`config.mk`:
```
export PLATFORM = sky130hd
export DESIGN_NAME = phys_regfile
export DESIGN_NICKNAME = d
export VERILOG_FILES = /design/src/isa_pkg.sv /design/src/core_pkg.sv /design/src/phys_regfile.sv
export SDC_FILE = /design/constraint.sdc
export NUM_CORES = 2
export LEC_CHECK = 0
export ABC_CLOCK_PERIOD_IN_PS = 2280
export BUFFER_PORTS_ARGS = -buffer_cell sky130_fd_sc_hd__buf_4
export CORE_AREA = 10 10 474 476
export DETAILED_ROUTE_END_ITERATION = 16
export DIE_AREA = 0 0 484 486
export MAX_ROUTING_LAYER = met4
export PLACE_DENSITY_LB_ADDON = 0.05
export SKIP_LAST_GASP = 1
export SYNTH_ARGS = -nofsm -noshare
export SYNTH_HDL_FRONTEND = slang
export SYNTH_SLANG_ARGS = --single-unit
```
`constraint.sdc`:
```
create_clock -name clock -period 2.28 [get_ports clock]
set_input_delay 0.342 -clock clock [delete_from_list [all_inputs] [get_ports clock]]
set_output_delay 0.342 -clock clock [all_outputs]
set_load 0.03 [all_outputs]
```
`src/isa_pkg.sv`:
```
// ISA definitions for the integer ALU: data width, opcodes and their semantics
`default_nettype none

package isa_pkg;

    localparam int xlen = 32;                 // Data word width

    typedef logic [xlen-1:0] data_t;          // One register value
    typedef logic signed [11:0] imm_t;        // Signed immediate for addi

    // ALU opcodes
    typedef enum logic [2:0] {
        alu_add,
        alu_sub,
        alu_and,
        alu_or,
        alu_xor,
        alu_addi                              // Operand b is the immediate
    } alu_op_t;

    // Sign extend the 12-bit immediate to a full word
    function automatic data_t sext_imm(imm_t imm);
        return {{(xlen-12){imm[11]}}, imm};
    endfunction

    // Result of one ALU operation
    function automatic data_t alu_eval(alu_op_t op, data_t a, data_t b);
        case (op)
            alu_add, alu_addi: return a + b;
            alu_sub:           return a - b;
            alu_and:           return a & b;
            alu_or:            return a | b;
            alu_xor:           return a ^ b;
            default:           return '0;
        endcase
    endfunction

endpackage

`default_nettype wire

```
`src/core_pkg.sv`:
```
// Machine sizes, register tags and the packets moved around the back end
`default_nettype none

package core_pkg;

    ////////////////////////////////////////
    // Sizes
    ////////////////////////////////////////

    localparam int phys_reg_sz = 32;                  // Physical registers
    localparam int tag_w       = $clog2(phys_reg_sz);

    // Defaults for the top level parameters
    localparam int rs_sz      = 8;                    // Reservation station entries
    localparam int num_fu_alu = 3;                    // ALU lanes
    localparam int cdb_width  = 2;                    // CDB ports

    typedef logic [tag_w-1:0] phys_tag_t;

    ////////////////////////////////////////
    // Packets
    ////////////////////////////////////////

    // Renamed operation as it enters the reservation station
    typedef struct packed {
        isa_pkg::alu_op_t op;
        phys_tag_t        src1;
        phys_tag_t        src2;
        phys_tag_t        dest;
        isa_pkg::imm_t    imm;                        // Only read by addi
    } dispatch_packet_t;

    // One common data bus port
    typedef struct packed {
        logic           valid;
        phys_tag_t      tag;
        isa_pkg::data_t value;
    } cdb_packet_t;

endpackage

`default_nettype wire

```
`src/phys_regfile.sv`:
```
// Physical register file with per-register ready bits, written from the CDB
`timescale 1ns/1ns
`default_nettype none

module phys_regfile #(
    parameter int NUM_FU_ALU = core_pkg::num_fu_alu,
    parameter int CDB_WIDTH  = core_pkg::cdb_width
) (
    input  logic                                    clock,
    input  logic                                    rst,
    input  core_pkg::cdb_packet_t [CDB_WIDTH-1:0]   cdb,
    input  logic                                    alloc_valid,  // Accepted dispatch
    input  core_pkg::phys_tag_t                     alloc_tag,
    input  core_pkg::phys_tag_t [2*NUM_FU_ALU-1:0]  rd_tag,
    output isa_pkg::data_t [2*NUM_FU_ALU-1:0]       rd_data,
    output logic [core_pkg::phys_reg_sz-1:0]        src_ready
);
    import isa_pkg::*;
    import core_pkg::*;

    data_t regs [phys_reg_sz];

    ////////////////////////////////////////
    // Write side
    ////////////////////////////////////////

    always_ff @(posedge clock) begin
        if (rst) begin
            for (int r = 0; r < phys_reg_sz; r++) begin
                regs[r] <= '0;                        // Registers start at zero
            end
            src_ready <= '1;                          // and all ready
        end else begin
            // New destination waits for its result
            if (alloc_valid) src_ready[alloc_tag] <= 1'b0;
            for (int p = 0; p < CDB_WIDTH; p++) begin
                if (cdb[p].valid) begin
                    regs[cdb[p].tag]      <= cdb[p].value;
                    src_ready[cdb[p].tag] <= 1'b1;
                end
            end
        end
    end

    ////////////////////////////////////////
    // Read side
    ////////////////////////////////////////

    // Asynchronous reads, CDB writes show up next cycle
    always_comb begin
        for (int k = 0; k < 2*NUM_FU_ALU; k++) begin
            rd_data[k] = regs[rd_tag[k]];
        end
    end

endmodule

`default_nettype wire

```
==> run metrics <==
status finished with violations; failing checks setup timing; distinct cell type count after synthesis 40; Max VDD drop 0.000851 V; power per cell area 557 nW/µm²; vias per cell 7.59; Tcrit/Tclk final 129%; GRT overflow 0; register bit total from synthesis 1056; slew at the pin closest to its max-slew limit 0.827 ns; share of layout cells above drive strength 1 26.1%; core area 216000 µm²; clock network power share 32.5%; DRT antenna net count 0; largest stage delay on the critical path 0.50 ns; final setup violating endpoints 192; top-level port count 338; Root Driver clkbuf_16; RSZ-0062 raised after global routing true; Power, Total 0.0698 W; DR vias 102594; Psw 0.0256 W; fin. max-slew vios 0; vias in the first global route 96555; Area growth syn-to-layout 30.3%; top cell type's share of synthesized area 31.9%; Post-Syn Area per Cell 9.98 µm²; skew final 0 ns; Crit Path Class register to output pin; P_int 0.0443 W; final core occ 58.2%; Die W 484 µm; nets 10621; worst slack, placed -0.607 ns; placed cells 13152; Tmin final 2.95 ns; Core Rows 171; combinational power share 31.9%; max-cap violation count 0; Port Buffers 337; most used cell, CP buf_4; Critical Path RT 1.94 ns; proportion of synthesized chip area in sequential cells 32.6%; initial DRC count 16840; Critical Path, Cell by Cell buf_4 -> mux2i_1 -> a22o_1 -> nor3_2 -> a31oi_1 -> buf_4 -> nand3_4 -> buf_6; count leader, synth mux2i_1; H-tree Lvls 4; Syn Inst Count 9648; wire per inst 45.3 µm; largest area contributor in the netlist mux2i_1; dpl hpwl 418000 µm; setup ws final -0.669 ns; initial core utilization 44.7%; first-pass GRT wire length 821000 µm; Slowest cell on crit path edfxtp_1; switching part of the total 36.6%; syn nets 9762; worst relative slew slack 44.9%; P_leak 53.1 nW; ys async rst share 0%; TritonCTS clock tree done; final wirelength 612000 µm; Total GRT Usage 50.6%; CP max FO 6; ranking of synthesized cells by area mux2i_1 32%, edfxtp_1 32%, a22o_1 13%, a22oi_1 4.5%, nand3_1 3.0%; largest net degree at the start of global routing 42; Routability Congestion 1.04; Mapped Area 96300 µm²; initial antenna violation count 43; clk sinks 1056; die height 486 µm; DRC 0; worst hold path type input pin to register; critical path data arrival time 2.61 ns; fmax 339 MHz; Worst Setup End Kind output pin; clk_lat worst skew 0.84 ns; CP Launch Type register; Final Hold Viols 0; Clk pin slew, worst setup/hold paths 0.06 ns; die area 235000 µm²; maximum root-to-sink buffer count 3; number of synthesized flops with an enable pin 1024; leading cell types by count after synthesis 3072 x mux2i_1, 1408 x a22o_1, 1024 x edfxtp_1; final std cells w/o fill 13511; Sequential Power Share 35.6%; TritonRoute pass-1 iters 7; CTS Buf Count 136; Ys Warns 0; Post-synth top flop edfxtp_1
## final timing paths
check                           slack (ns)                       end  cells after the start                startpoint
worst min-delay path                  0.06  src_ready[28]$_SDFF_PP1_                      4              alloc_tag[1]
worst max-delay path                 -0.67              rd_data[171]                      8     regs[0][11]$_DFFE_PP_
worst min register to register        0.47  src_ready[18]$_SDFF_PP1_                      2  src_ready[18]$_SDFF_PP1_
worst max register to register        1.64  src_ready[29]$_SDFF_PP1_                      2  src_ready[29]$_SDFF_PP1_
## flip-flops by register name (all words and copies together), names as in the netlist
name / count
regs: 1024
src_ready: 32
## layer usage
layer	vias up	part of all wire, %	GRT usage, %
met2	9221	40	69.1
li1	39962	-	-
met3	2732	14	18.9
met4	0	10	40.6
met1	50679	36	59.0
met5	-	0	-
## layout by cell type (no fill, tap or decap), types with 7 or more instances in the layout
cell / count
mux2i_2: 10
nand3_4: 78
a31oi_2: 24
a211o_2: 32
nand3b_1: 10
nor3_2: 81
nand3_2: 108
diode_2: 43
dfxtp_1: 32
a31oi_4: 107
buf_12: 449
o21ai_0: 32
nor2_4: 38
clkinv_1: 13
nand3_1: 395
nand2_1: 581
buf_4: 1116
buf_8: 29
nor3_4: 139
a31oi_1: 61
or2_2: 7
nand2b_2: 12
a22oi_1: 573
clkinv_2: 27
inv_6: 7
nor2b_4: 13
buf_6: 282
a22o_1: 1406
nand2b_1: 33
clkbuf_1: 19
clkbuf_16: 145
bufinv_16: 11
edfxtp_1: 1024
clkinvlp_4: 9
mux2i_1: 3060
a21oi_1: 576
## worst max-delay path: cells and delay by family (launching register included)
kind | cells | cell delay (ns)
buf+inv | 3 | 0.56
flops | 1 | 0.50
compound gates | 2 | 0.41
simple gates | 2 | 0.17
mux | 1 | 0.12
## cell type report
class / instances / area (µm²)
Clock buffer: 166 / 3730
Multi-Input combinational cell: 7432 / 64900
Timing Repair Buffer: 1881 / 21000
Sequential cell: 1056 / 31400
Clock inverter: 79 / 773
Tap cell: 2854 / 3570
Antenna cell: 43 / 108
Fill cell: 18283 / 90200
## cells by family after synthesis
kind of cell | count (synthesis) | share of synthesized area (%)
AO/OA/AOI/OAI | 2816 | 22.0
flip-flops | 1056 | 32.6
multiplexers | 3072 | 31.9
AND/OR/NAND/NOR | 1544 | 7.95
buffers and inverters | 1160 | 5.54
## through the flow
step / TNS (ns) / area [µm²] / hold WS (ns)
2_1_floorplan: 0 / 96300 / 0.544
4_1_cts: -89.53 / 124000 / 0.0202
6_report: -90.42 / 126000 / 0.0621
3_3_place_gp: -53.04 / 114000 / 0.456
5_1_grt: -96.87 / 125000 / 0.0689
3_5_place_dp: -55.44 / 114000 / 0.464
## repair_timing
| item | CTS | global route |
|---|---|---|
| setup buffers | 152 | 77 |
| pin swaps | 419 | 349 |
| hold buffers | 5 | 0 |
| gates cloned | 0 | 0 |
| endpoints found under the hold margin | 28 | 0 |
| gates resized for setup | 1008 | 149 |
| endpoints found under the setup margin | 192 | 192 |
## power by group through the flow
stage | clock network [W] | logic (W) | registers [W]
finish | 0.0227 | 0.0223 | 0.0249
global route | 0.0233 | 0.0226 | 0.0249
CTS | 0.0226 | 0.0212 | 0.0247
detailed placement | 0 | 0.0193 | 0.0251
global placement | 0 | 0.0191 | 0.0251
floorplan | 0 | 0.0103 | 0.0241
No activity file was read; power rests on OpenSTA's default activity.
