`src/isa_pkg.sv`:
```
// ISA definitions for the integer ALU: data width, opcodes and their semantics
`default_nettype none

package isa_pkg;

    localparam int xlen = 32;                 // Data word width

    typedef logic [xlen-1:0] data_t;          // One register value
    typedef logic signed [11:0] imm_t;        // Signed immediate for addi

    // ALU opcodes
    typedef enum logic [2:0] {
        alu_add,
        alu_sub,
        alu_and,
        alu_or,
        alu_xor,
        alu_addi                              // Operand b is the immediate
    } alu_op_t;

    // Sign extend the 12-bit immediate to a full word
    function automatic data_t sext_imm(imm_t imm);
        return {{(xlen-12){imm[11]}}, imm};
    endfunction

    // Result of one ALU operation
    function automatic data_t alu_eval(alu_op_t op, data_t a, data_t b);
        case (op)
            alu_add, alu_addi: return a + b;
            alu_sub:           return a - b;
            alu_and:           return a & b;
            alu_or:            return a | b;
            alu_xor:           return a ^ b;
            default:           return '0;
        endcase
    endfunction

endpackage

`default_nettype wire

```
`src/core_pkg.sv`:
```
// Machine sizes, register tags and the packets moved around the back end
`default_nettype none

package core_pkg;

    ////////////////////////////////////////
    // Sizes
    ////////////////////////////////////////

    localparam int phys_reg_sz = 32;                  // Physical registers
    localparam int tag_w       = $clog2(phys_reg_sz);

    // Defaults for the top level parameters
    localparam int rs_sz      = 8;                    // Reservation station entries
    localparam int num_fu_alu = 3;                    // ALU lanes
    localparam int cdb_width  = 2;                    // CDB ports

    typedef logic [tag_w-1:0] phys_tag_t;

    ////////////////////////////////////////
    // Packets
    ////////////////////////////////////////

    // Renamed operation as it enters the reservation station
    typedef struct packed {
        isa_pkg::alu_op_t op;
        phys_tag_t        src1;
        phys_tag_t        src2;
        phys_tag_t        dest;
        isa_pkg::imm_t    imm;                        // Only read by addi
    } dispatch_packet_t;

    // One common data bus port
    typedef struct packed {
        logic           valid;
        phys_tag_t      tag;
        isa_pkg::data_t value;
    } cdb_packet_t;

endpackage

`default_nettype wire

```
`src/fu_ifs.sv`:
```
// Issue and result interfaces between the reservation station, ALU lanes and arbiter
`timescale 1ns/1ns
`default_nettype none

// Reservation station to one ALU lane
interface alu_issue_if;
    import isa_pkg::*;
    import core_pkg::*;

    logic      valid;               // Operation offered this cycle
    alu_op_t   op;
    phys_tag_t dest;
    data_t     a;
    data_t     b;                   // Already the immediate for addi
    logic      free;                // Lane can take an operation now

    modport rs   (output valid, op, dest, a, b, input free);
    modport lane (input valid, op, dest, a, b, output free);
endinterface

// One ALU lane to the CDB arbiter
interface fu_result_if;
    import isa_pkg::*;
    import core_pkg::*;

    logic      valid;               // Result waiting for a CDB port
    phys_tag_t tag;
    data_t     value;
    logic      grant;               // Result goes out this cycle

    modport lane (output valid, tag, value, input grant);
    modport arb  (input valid, tag, value, output grant);
endinterface

`default_nettype wire

```
`src/alu_lane.sv`:
```
// One ALU lane: captures an issued operation and holds its result until the CDB takes it
`timescale 1ns/1ns
`default_nettype none

module alu_lane (
    input  logic       clock,
    input  logic       rst,
    alu_issue_if.lane  issue,
    fu_result_if.lane  result
);
    import isa_pkg::*;
    import core_pkg::*;

    logic      busy;                 // Holding a result
    alu_op_t   op_q;
    phys_tag_t tag_q;
    data_t     a_q;
    data_t     b_q;
    logic      capture;

    // Free when empty or draining this cycle
    assign issue.free = !busy || result.grant;
    assign capture    = issue.valid && issue.free;

    always_ff @(posedge clock) begin
        if (rst) begin
            busy <= 1'b0;
        end else if (capture) begin
            busy <= 1'b1;            // Back to back ops keep it busy
        end else if (result.grant) begin
            busy <= 1'b0;
        end
    end

    // Operands and tag, no reset needed
    always_ff @(posedge clock) begin
        if (capture) begin
            op_q  <= issue.op;
            tag_q <= issue.dest;
            a_q   <= issue.a;
            b_q   <= issue.b;
        end
    end

    assign result.valid = busy;
    assign result.tag   = tag_q;
    assign result.value = alu_eval(op_q, a_q, b_q);   // Stable while held

endmodule

`default_nettype wire

```
`src/flat_wrapper.sv`:
```
// flat-port wrapper written by rule: the top's interface ports become plain ports
module alu_lane_flat import isa_pkg::*; import core_pkg::*;
  (clock, rst, issue_valid, issue_op, issue_dest, issue_a, issue_b, issue_free, result_valid, result_tag, result_value, result_grant);
  alu_issue_if issue_i ();
  fu_result_if result_i ();
  input  logic clock;
  input  logic rst;
  input wire logic [$bits(issue_i.valid)-1:0] issue_valid;
  input wire logic [$bits(issue_i.op)-1:0] issue_op;
  input wire logic [$bits(issue_i.dest)-1:0] issue_dest;
  input wire logic [$bits(issue_i.a)-1:0] issue_a;
  input wire logic [$bits(issue_i.b)-1:0] issue_b;
  output wire logic [$bits(issue_i.free)-1:0] issue_free;
  output wire logic [$bits(result_i.valid)-1:0] result_valid;
  output wire logic [$bits(result_i.tag)-1:0] result_tag;
  output wire logic [$bits(result_i.value)-1:0] result_value;
  input wire logic [$bits(result_i.grant)-1:0] result_grant;
  assign issue_i.valid = issue_valid;
  assign issue_i.op = issue_op;
  assign issue_i.dest = issue_dest;
  assign issue_i.a = issue_a;
  assign issue_i.b = issue_b;
  assign issue_free = issue_i.free;
  assign result_valid = result_i.valid;
  assign result_tag = result_i.tag;
  assign result_value = result_i.value;
  assign result_i.grant = result_grant;
  alu_lane u_core (.clock(clock), .rst(rst), .issue(issue_i), .result(result_i));
endmodule
```
`config.mk`:
```
export PLATFORM = sky130hd
export DESIGN_NAME = alu_lane_flat
export DESIGN_NICKNAME = d
export VERILOG_FILES = /design/src/isa_pkg.sv /design/src/core_pkg.sv /design/src/fu_ifs.sv /design/src/alu_lane.sv /design/src/flat_wrapper.sv
export SDC_FILE = /design/constraint.sdc
export NUM_CORES = 1
export LEC_CHECK = 0
export BUFFER_PORTS_ARGS = -buffer_cell sky130_fd_sc_hd__buf_2
export CAP_MARGIN = 15
export CORE_MARGIN = 10
export CORE_UTILIZATION = 60
export DETAILED_ROUTE_END_ITERATION = 7
export HOLD_SLACK_MARGIN = 0.08
export PLACE_DENSITY = 0.85
export SKIP_CTS_REPAIR_TIMING = 1
export SKIP_LAST_GASP = 1
export SLEW_MARGIN = 20
export SYNTH_ARGS = -nofsm -noshare
export SYNTH_HDL_FRONTEND = slang
export SYNTH_SLANG_ARGS = --single-unit
```
`constraint.sdc`:
```
create_clock -name clock -period 5.98 [get_ports clock]
set_input_delay 0 -clock clock [delete_from_list [all_inputs] [get_ports clock]]
set_output_delay 0 -clock clock [all_outputs]
set_load 0.05 [all_outputs]
```
==> metrics.csv, run 1 <==
metric,value,unit
status,"finished, final reports clean",
Worst slew margin,26.0,%
Logic pwr share,42.9,%
H-tree depth,3,
GRT overflow,0,
ys async rst share,0,%
GPL Wtd Cong,0.955,
largest net degree at the start of global routing,47,
layout cells sized above 1,16.3,%
Synth Warn #,0,
initial detailed-routing violation count,670,
core box area,10400,sq um
"Cell Chain, Critical Path",nor4_1 -> nand2_1 -> nor2_1 -> nand3_1 -> nor3_1 -> a41oi_1 -> xnor2_1 -> ha_1 -> nand2_1 -> nor2_1 -> nand2_1 -> or4_1 -> o21ai_0 -> a311oi_1 -> xnor2_1 -> o21ai_1 -> buf_2,
register bit total from synthesis,73,
Post-Layout Cell Count,1014,
Synth Instances,701,
post-detail-place hpwl,12700,um
Top Family by Delay on Critical Path,simple AND/OR/NAND/NOR gates,
Hold Slack,315,ps
Worst-Margin Slew,1110,ps
clock sink count,73,
largest fanout on the critical path,8,
multiplexer area fraction after synthesis,1.40,%
Post-Syn Area,6440,sq um
total negative setup slack,0,ps
RSZ-0062 raised after global routing,false,
final setup fails,0,
compound-gate portion of the synthesized area,20.3,%
Die X,124,um
register area share after synthesis,33.9,%
Clock Tree Buf Depth,2,
slowest CP cell,nor4_1,
WL/cell,17.8,um
post-route ant nets,0,
xor/xnor share of the synthesized area,8.01,%
chip height,124,um
fin worst setup slack,666,ps
"Req. time, crit path",5980,ps
Max IR drop VDD,0.220,mV
Buf/Inv on CP,1,
final number of hold-violating endpoints,0,
CP Capture Type,output port,
Port-buffer cells,114,
Initial Util,62.1,%
initial antenna violation count,0,
Most Frequent Cell on Critical Path,nand2_1,
Skew-Pair Late Insertion Delay,370,ps
Tot Pwr,0.00176,W
nets@finish,1046,
drt pass-1 iters,5,
multi-input logic area,3840,sq um
Top Ports,115,
Post-synth EDFFs,72,
"Reg clk slew, reported paths",90,ps
Max Freq,188,MHz
CTS Buf Count,9,
"Primary FF master, synth",edfxtp_1,
mean post-synth cell area,9.18,sq um
post-synthesis simple-gate area fraction,10.7,%
Final Skew,6.13,ps
crit share post-route,88.9,%
Root Driver,clkbuf_8,
P_int,0.00103,W
drt via density,5.92,
DP Cell Count,924,
P_leak,3.63,nW
gr usage total,22.2,%
die area,15300,sq um
CP arrival,5310,ps
sequential share of power,36.1,%
vias,6006,
Net Sw Power,0.000734,W
Diodes inserted,0,
vias in the first global route,5753,
kind of critical path,flip-flop to output port,
CP Launch Type,flip-flop,
CTS tree,done,
clock share of power,21.0,%
Final Max Tran Viols,0,
Rows,37,
main combinational cell family by area after synthesis,compound AO/OA/AOI/OAI gates,
Yosys cell types,58,
first-pass GRT wire length,27300,um
overall routed net length,18100,um
Final min period,5310,ps
filler cell count,697,
PwrDens,219,nW/um^2
Syn-to-layout area delta,24.6,%
pre-CTS setup slack,1310,ps
storage element area,2180,sq um
Switching Share,41.7,%
min-delay worst type,primary input to flip-flop,
CP max stage delay,560,ps
MaxCap Viol Count,0,
# DRC,0,
post-synthesis adder-cell area fraction,19.0,%
Syn Nets,874,
==> stage by stage <==
stage          cell area [sq um]  utilization [%]
2_1_floorplan               6440                -
3_3_place_gp                7100             68.5
3_5_place_dp                7100             68.5
4_1_cts                     7280             70.2
5_1_grt                     8020             77.4
6_report                    8020             77.4
==> cells in the mapped netlist, drive strengths merged, types with 4 or more instances <==
cell / count / share of area, %
nand2: 44 / 2.6
nand2b: 5 / 0.49
o22ai: 6 / 0.58
o31ai: 4 / 0.47
a211oi: 18 / 2.1
a31oi: 8 / 0.87
buf: 5 / 0.29
clkbuf: 25 / 1.5
a221o: 4 / 0.62
a21o: 14 / 1.6
nand3: 7 / 0.54
inv: 84 / 4.9
and2: 4 / 0.39
a21boi: 5 / 0.58
mux2i: 9 / 1.4
nand4: 10 / 0.97
edfxtp: 72 / 34
o21ai: 44 / 3.4
xnor2: 48 / 6.6
a41oi: 4 / 0.54
o221ai: 8 / 1.1
o21bai: 4 / 0.47
a21oi: 64 / 5.0
xor2: 10 / 1.4
ha: 96 / 19
or4: 4 / 0.58
nor2: 49 / 2.9
nor2b: 8 / 0.78
==> cell families after synthesis <==
| family | count (synthesis) |
|---|---|
| AOI/OAI and AO/OA | 205 |
| xor gates and xnor gates | 58 |
| muxes | 9 |
| and+or+nand+nor | 145 |
| adders and majority gates | 97 |
| buffers and inverters | 114 |
| DFF | 73 |
==> placed cells by master (no fill, tap or decap), types with 8 or more instances in the layout <==
cell type | synthesis | routed
nor2b_1 | 8 | 8
o221ai_1 | 8 | 8
nor2_1 | 49 | 49
mux2i_1 | 9 | 9
nand4_1 | 10 | 10
a21oi_1 | 64 | 64
xor2_1 | 10 | 10
edfxtp_1 | 72 | 72
ha_1 | 96 | 96
xnor2_1 | 47 | 47
a21o_1 | 14 | 14
buf_2 | 0 | 114
o21ai_0 | 41 | 41
inv_1 | 84 | 84
dlygate4sd3_1 | 0 | 74
a211oi_1 | 18 | 18
clkbuf_8 | 0 | 9
nand2_1 | 44 | 44
==> area by class of cell <==
cell class | count | share of cell area (%)
well taps | 136 | 2.12
multi-input cells | 514 | 47.9
clock buffers | 10 | 1.59
flip-flops and latches | 73 | 27.2
inverters | 84 | 3.93
clock inverters | 6 | 0.640
repair buffers | 191 | 16.6
==> worst reg2reg max path, stage by stage, from the launching register on <==
cell and delay (ps):
dfxtp_1 330, nand2b_1 120, and2_2 570, buf_4 620
==> worst paths after layout <==
check                                          from               end  slack (ps)  cells past startpoint
worst min register to register  u_core.result.valid    u_core.a_q[30]        1120                      2
worst max-delay path                  u_core.b_q[5]  result_value[31]         670                     17
worst max register to register  u_core.result.valid    u_core.b_q[18]        3940                      3
worst min-delay path                    issue_b[27]    u_core.b_q[27]         320                      2
==> routing by layer <==
layer / up-vias / part of all wire (%) / GRT usage (%)
met3: 55 / 7.7 / 5.57
met1: 2820 / 41 / 27.5
met5: - / 0 / 0
li1: 2865 / - / -
met4: 0 / 3.4 / 8.81
met2: 266 / 48 / 36.3
==> registers in the layout, summed over array words and instances, names as in the netlist <==
name,cells
u_core.op_q,3
u_core.result.valid,1
u_core.result.tag,5
u_core.b_q,32
u_core.a_q,32
==> power groups by stage <==
stage | Combinational (W) | Clock [W] | Sequential [W]
after floorplan | 0.000529 | 0 | 0.000640
after global placement | 0.000679 | 0 | 0.000643
after detailed placement | 0.000699 | 0 | 0.000645
after CTS | 0.000704 | 0.000375 | 0.000634
after global routing | 0.000814 | 0.000398 | 0.000639
final | 0.000755 | 0.000371 | 0.000635
Note: power is estimated with default switching activity, not from simulation.
==> run 2: changes to the inputs <==
--- a/config.mk
+++ b/config.mk
@@ -11,6 +11,7 @@
 export CORE_UTILIZATION = 60
 export DETAILED_ROUTE_END_ITERATION = 7
 export HOLD_SLACK_MARGIN = 0.08
+export MAX_ROUTING_LAYER = met4
 export PLACE_DENSITY = 0.85
 export SKIP_CTS_REPAIR_TIMING = 1
 export SKIP_LAST_GASP = 1
==> metrics.csv, run 2 (synthesis gave the netlist of run 1 again) <==
metric,value,unit
status,"finished, final reports clean",
clock share of power,22.6,%
min-delay worst type,primary input to flip-flop,
layout cells sized above 1,16.4,%
Net Sw Power,0.000729,W
first-pass GRT wire length,27500,um
Placed Area,7100,sq um
Buf/Inv on CP,1,
CP arrival,5290,ps
CP max stage delay,540,ps
Clock Tree Buf Depth,2,
gr usage total,23.1,%
MaxCap Viol Count,0,
RSZ-0062 raised after global routing,false,
initial detailed-routing violation count,539,
Initial Util,62.1,%
post-route ant nets,0,
final number of hold-violating endpoints,0,
total negative setup slack,0,ps
"Cell Chain, Critical Path",nor4_1 -> nand2_1 -> nor2_1 -> nand3_1 -> nor3_1 -> a41oi_1 -> xnor2_1 -> ha_1 -> nand2_1 -> nor2_1 -> nand2_1 -> or4_1 -> o21ai_0 -> a311oi_1 -> xnor2_1 -> o21ai_1 -> buf_2,
die area,15300,sq um
kind of critical path,flip-flop to output port,
vias,5999,
Port-buffer cells,114,
post-detail-place hpwl,13000,um
P_leak,3.65,nW
nets@finish,1047,
"Design Area, Final",8060,sq um
filler cell count,693,
drt pass-1 iters,6,
drt via density,5.91,
CP Capture Type,output port,
most frequent cells in the layout,"buf_2 (114), ha_1 (96), inv_1 (84), dlygate4sd3_1 (74), edfxtp_1 (72)",
overall routed net length,18400,um
PwrDens,223,nW/um^2
crit share post-route,88.4,%
Top Family by Delay on Critical Path,simple AND/OR/NAND/NOR gates,
sequential share of power,35.4,%
chip height,124,um
initial antenna violation count,0,
fin worst setup slack,692,ps
Rows,37,
CTS tree,done,
Die X,124,um
slowest CP cell,nor4_1,
Final Skew,10.0,ps
Skew-Pair Late Insertion Delay,390,ps
Final Max Tran Viols,0,
hold depth,2,
# DRC,0,
Final min period,5290,ps
Worst-Margin Slew,876,ps
GPL Wtd Cong,0.995,
P_int,0.00107,W
largest fanout on the critical path,8,
Top Ports,115,
"leading cell type in the layout, fill and taps excluded",buf_2,
largest net degree at the start of global routing,47,
WL/cell,18.1,um
Switching Share,40.6,%
CP Launch Type,flip-flop,
Logic pwr share,42.0,%
Max Freq,189,MHz
Most Frequent Cell on Critical Path,nand2_1,
WP depth,17,
core box area,10400,sq um
CTS Buf Count,9,
Worst R2R Path Depth,3,
Max IR drop VDD,0.283,mV
H-tree depth,3,
Syn-to-layout area delta,25.2,%
Root Driver,clkbuf_8,
"Reg clk slew, reported paths",90,ps
Diodes inserted,0,
Worst slew margin,41.6,%
vias in the first global route,5743,
pre-CTS setup slack,1330,ps
clock sink count,73,
"Req. time, crit path",5980,ps
final setup fails,0,
GRT overflow,0,
## run 2: cell types whose count changed in the layout (fill, tap and decap cells not counted), sizes merged
cell / delta
clkbuf: -1
clkinv: +2
inv: -1
clkinvlp: -1
buf: +1
bufinv: +1
## run 2: worst reg2reg max path: stages, from the launching register on
cell and delay, ps:
dfxtp_1 320, nand2b_1 130, and2_2 580, buf_4 610
## run 2: layer usage
layer	vias up	track usage, %	part of all wire (%)
met5	-	-	0
met4	0	9.83	3.2
met3	57	5.34	7.9
met2	293	37.4	49
met1	2782	27.2	40
li1	2867	-	-
## run 2: cell type report
type	count	area, sq um	share of cell area [%]
Clock buffer	9	124	1.54
Clock inverter	7	77.6	0.963
Inverter	84	315	3.91
Multi-Input combinational cell	514	3840	47.7
Sequential cell	73	2180	27.1
Tap cell	136	170	2.11
Timing Repair Buffer	192	1350	16.7
## run 2: path summary, 6_finish.rpt
check / slack, ps / end / startpoint
worst max-delay path: 690 / result_value[31] / u_core.b_q[4]
worst min-delay path: 310 / u_core.a_q[11] / issue_a[11]
worst max register to register: 3910 / u_core.b_q[15] / u_core.result.valid
worst min register to register: 1120 / u_core.b_q[31] / u_core.result.valid
## run 2: power groups by stage
stage | clock, W | sequential, W | combinational (W)
2_1_floorplan | 0 | 0.000640 | 0.000529
3_3_place_gp | 0 | 0.000643 | 0.000678
3_5_place_dp | 0 | 0.000645 | 0.000699
4_1_cts | 0.000415 | 0.000634 | 0.000705
5_1_grt | 0.000431 | 0.000639 | 0.000815
6_report | 0.000407 | 0.000636 | 0.000754
## run 2: through the flow
step                      total power [W]  hold WS [ps]  std cells  util (%)
after floorplan                   0.00117          69.1        701         -
after global placement            0.00132           156        924      68.5
after detailed placement          0.00134           156        924      68.5
after CTS                         0.00175          -263        940      70.4
after global routing              0.00188           309       1015      77.7
final                             0.00180           309       1015      77.7
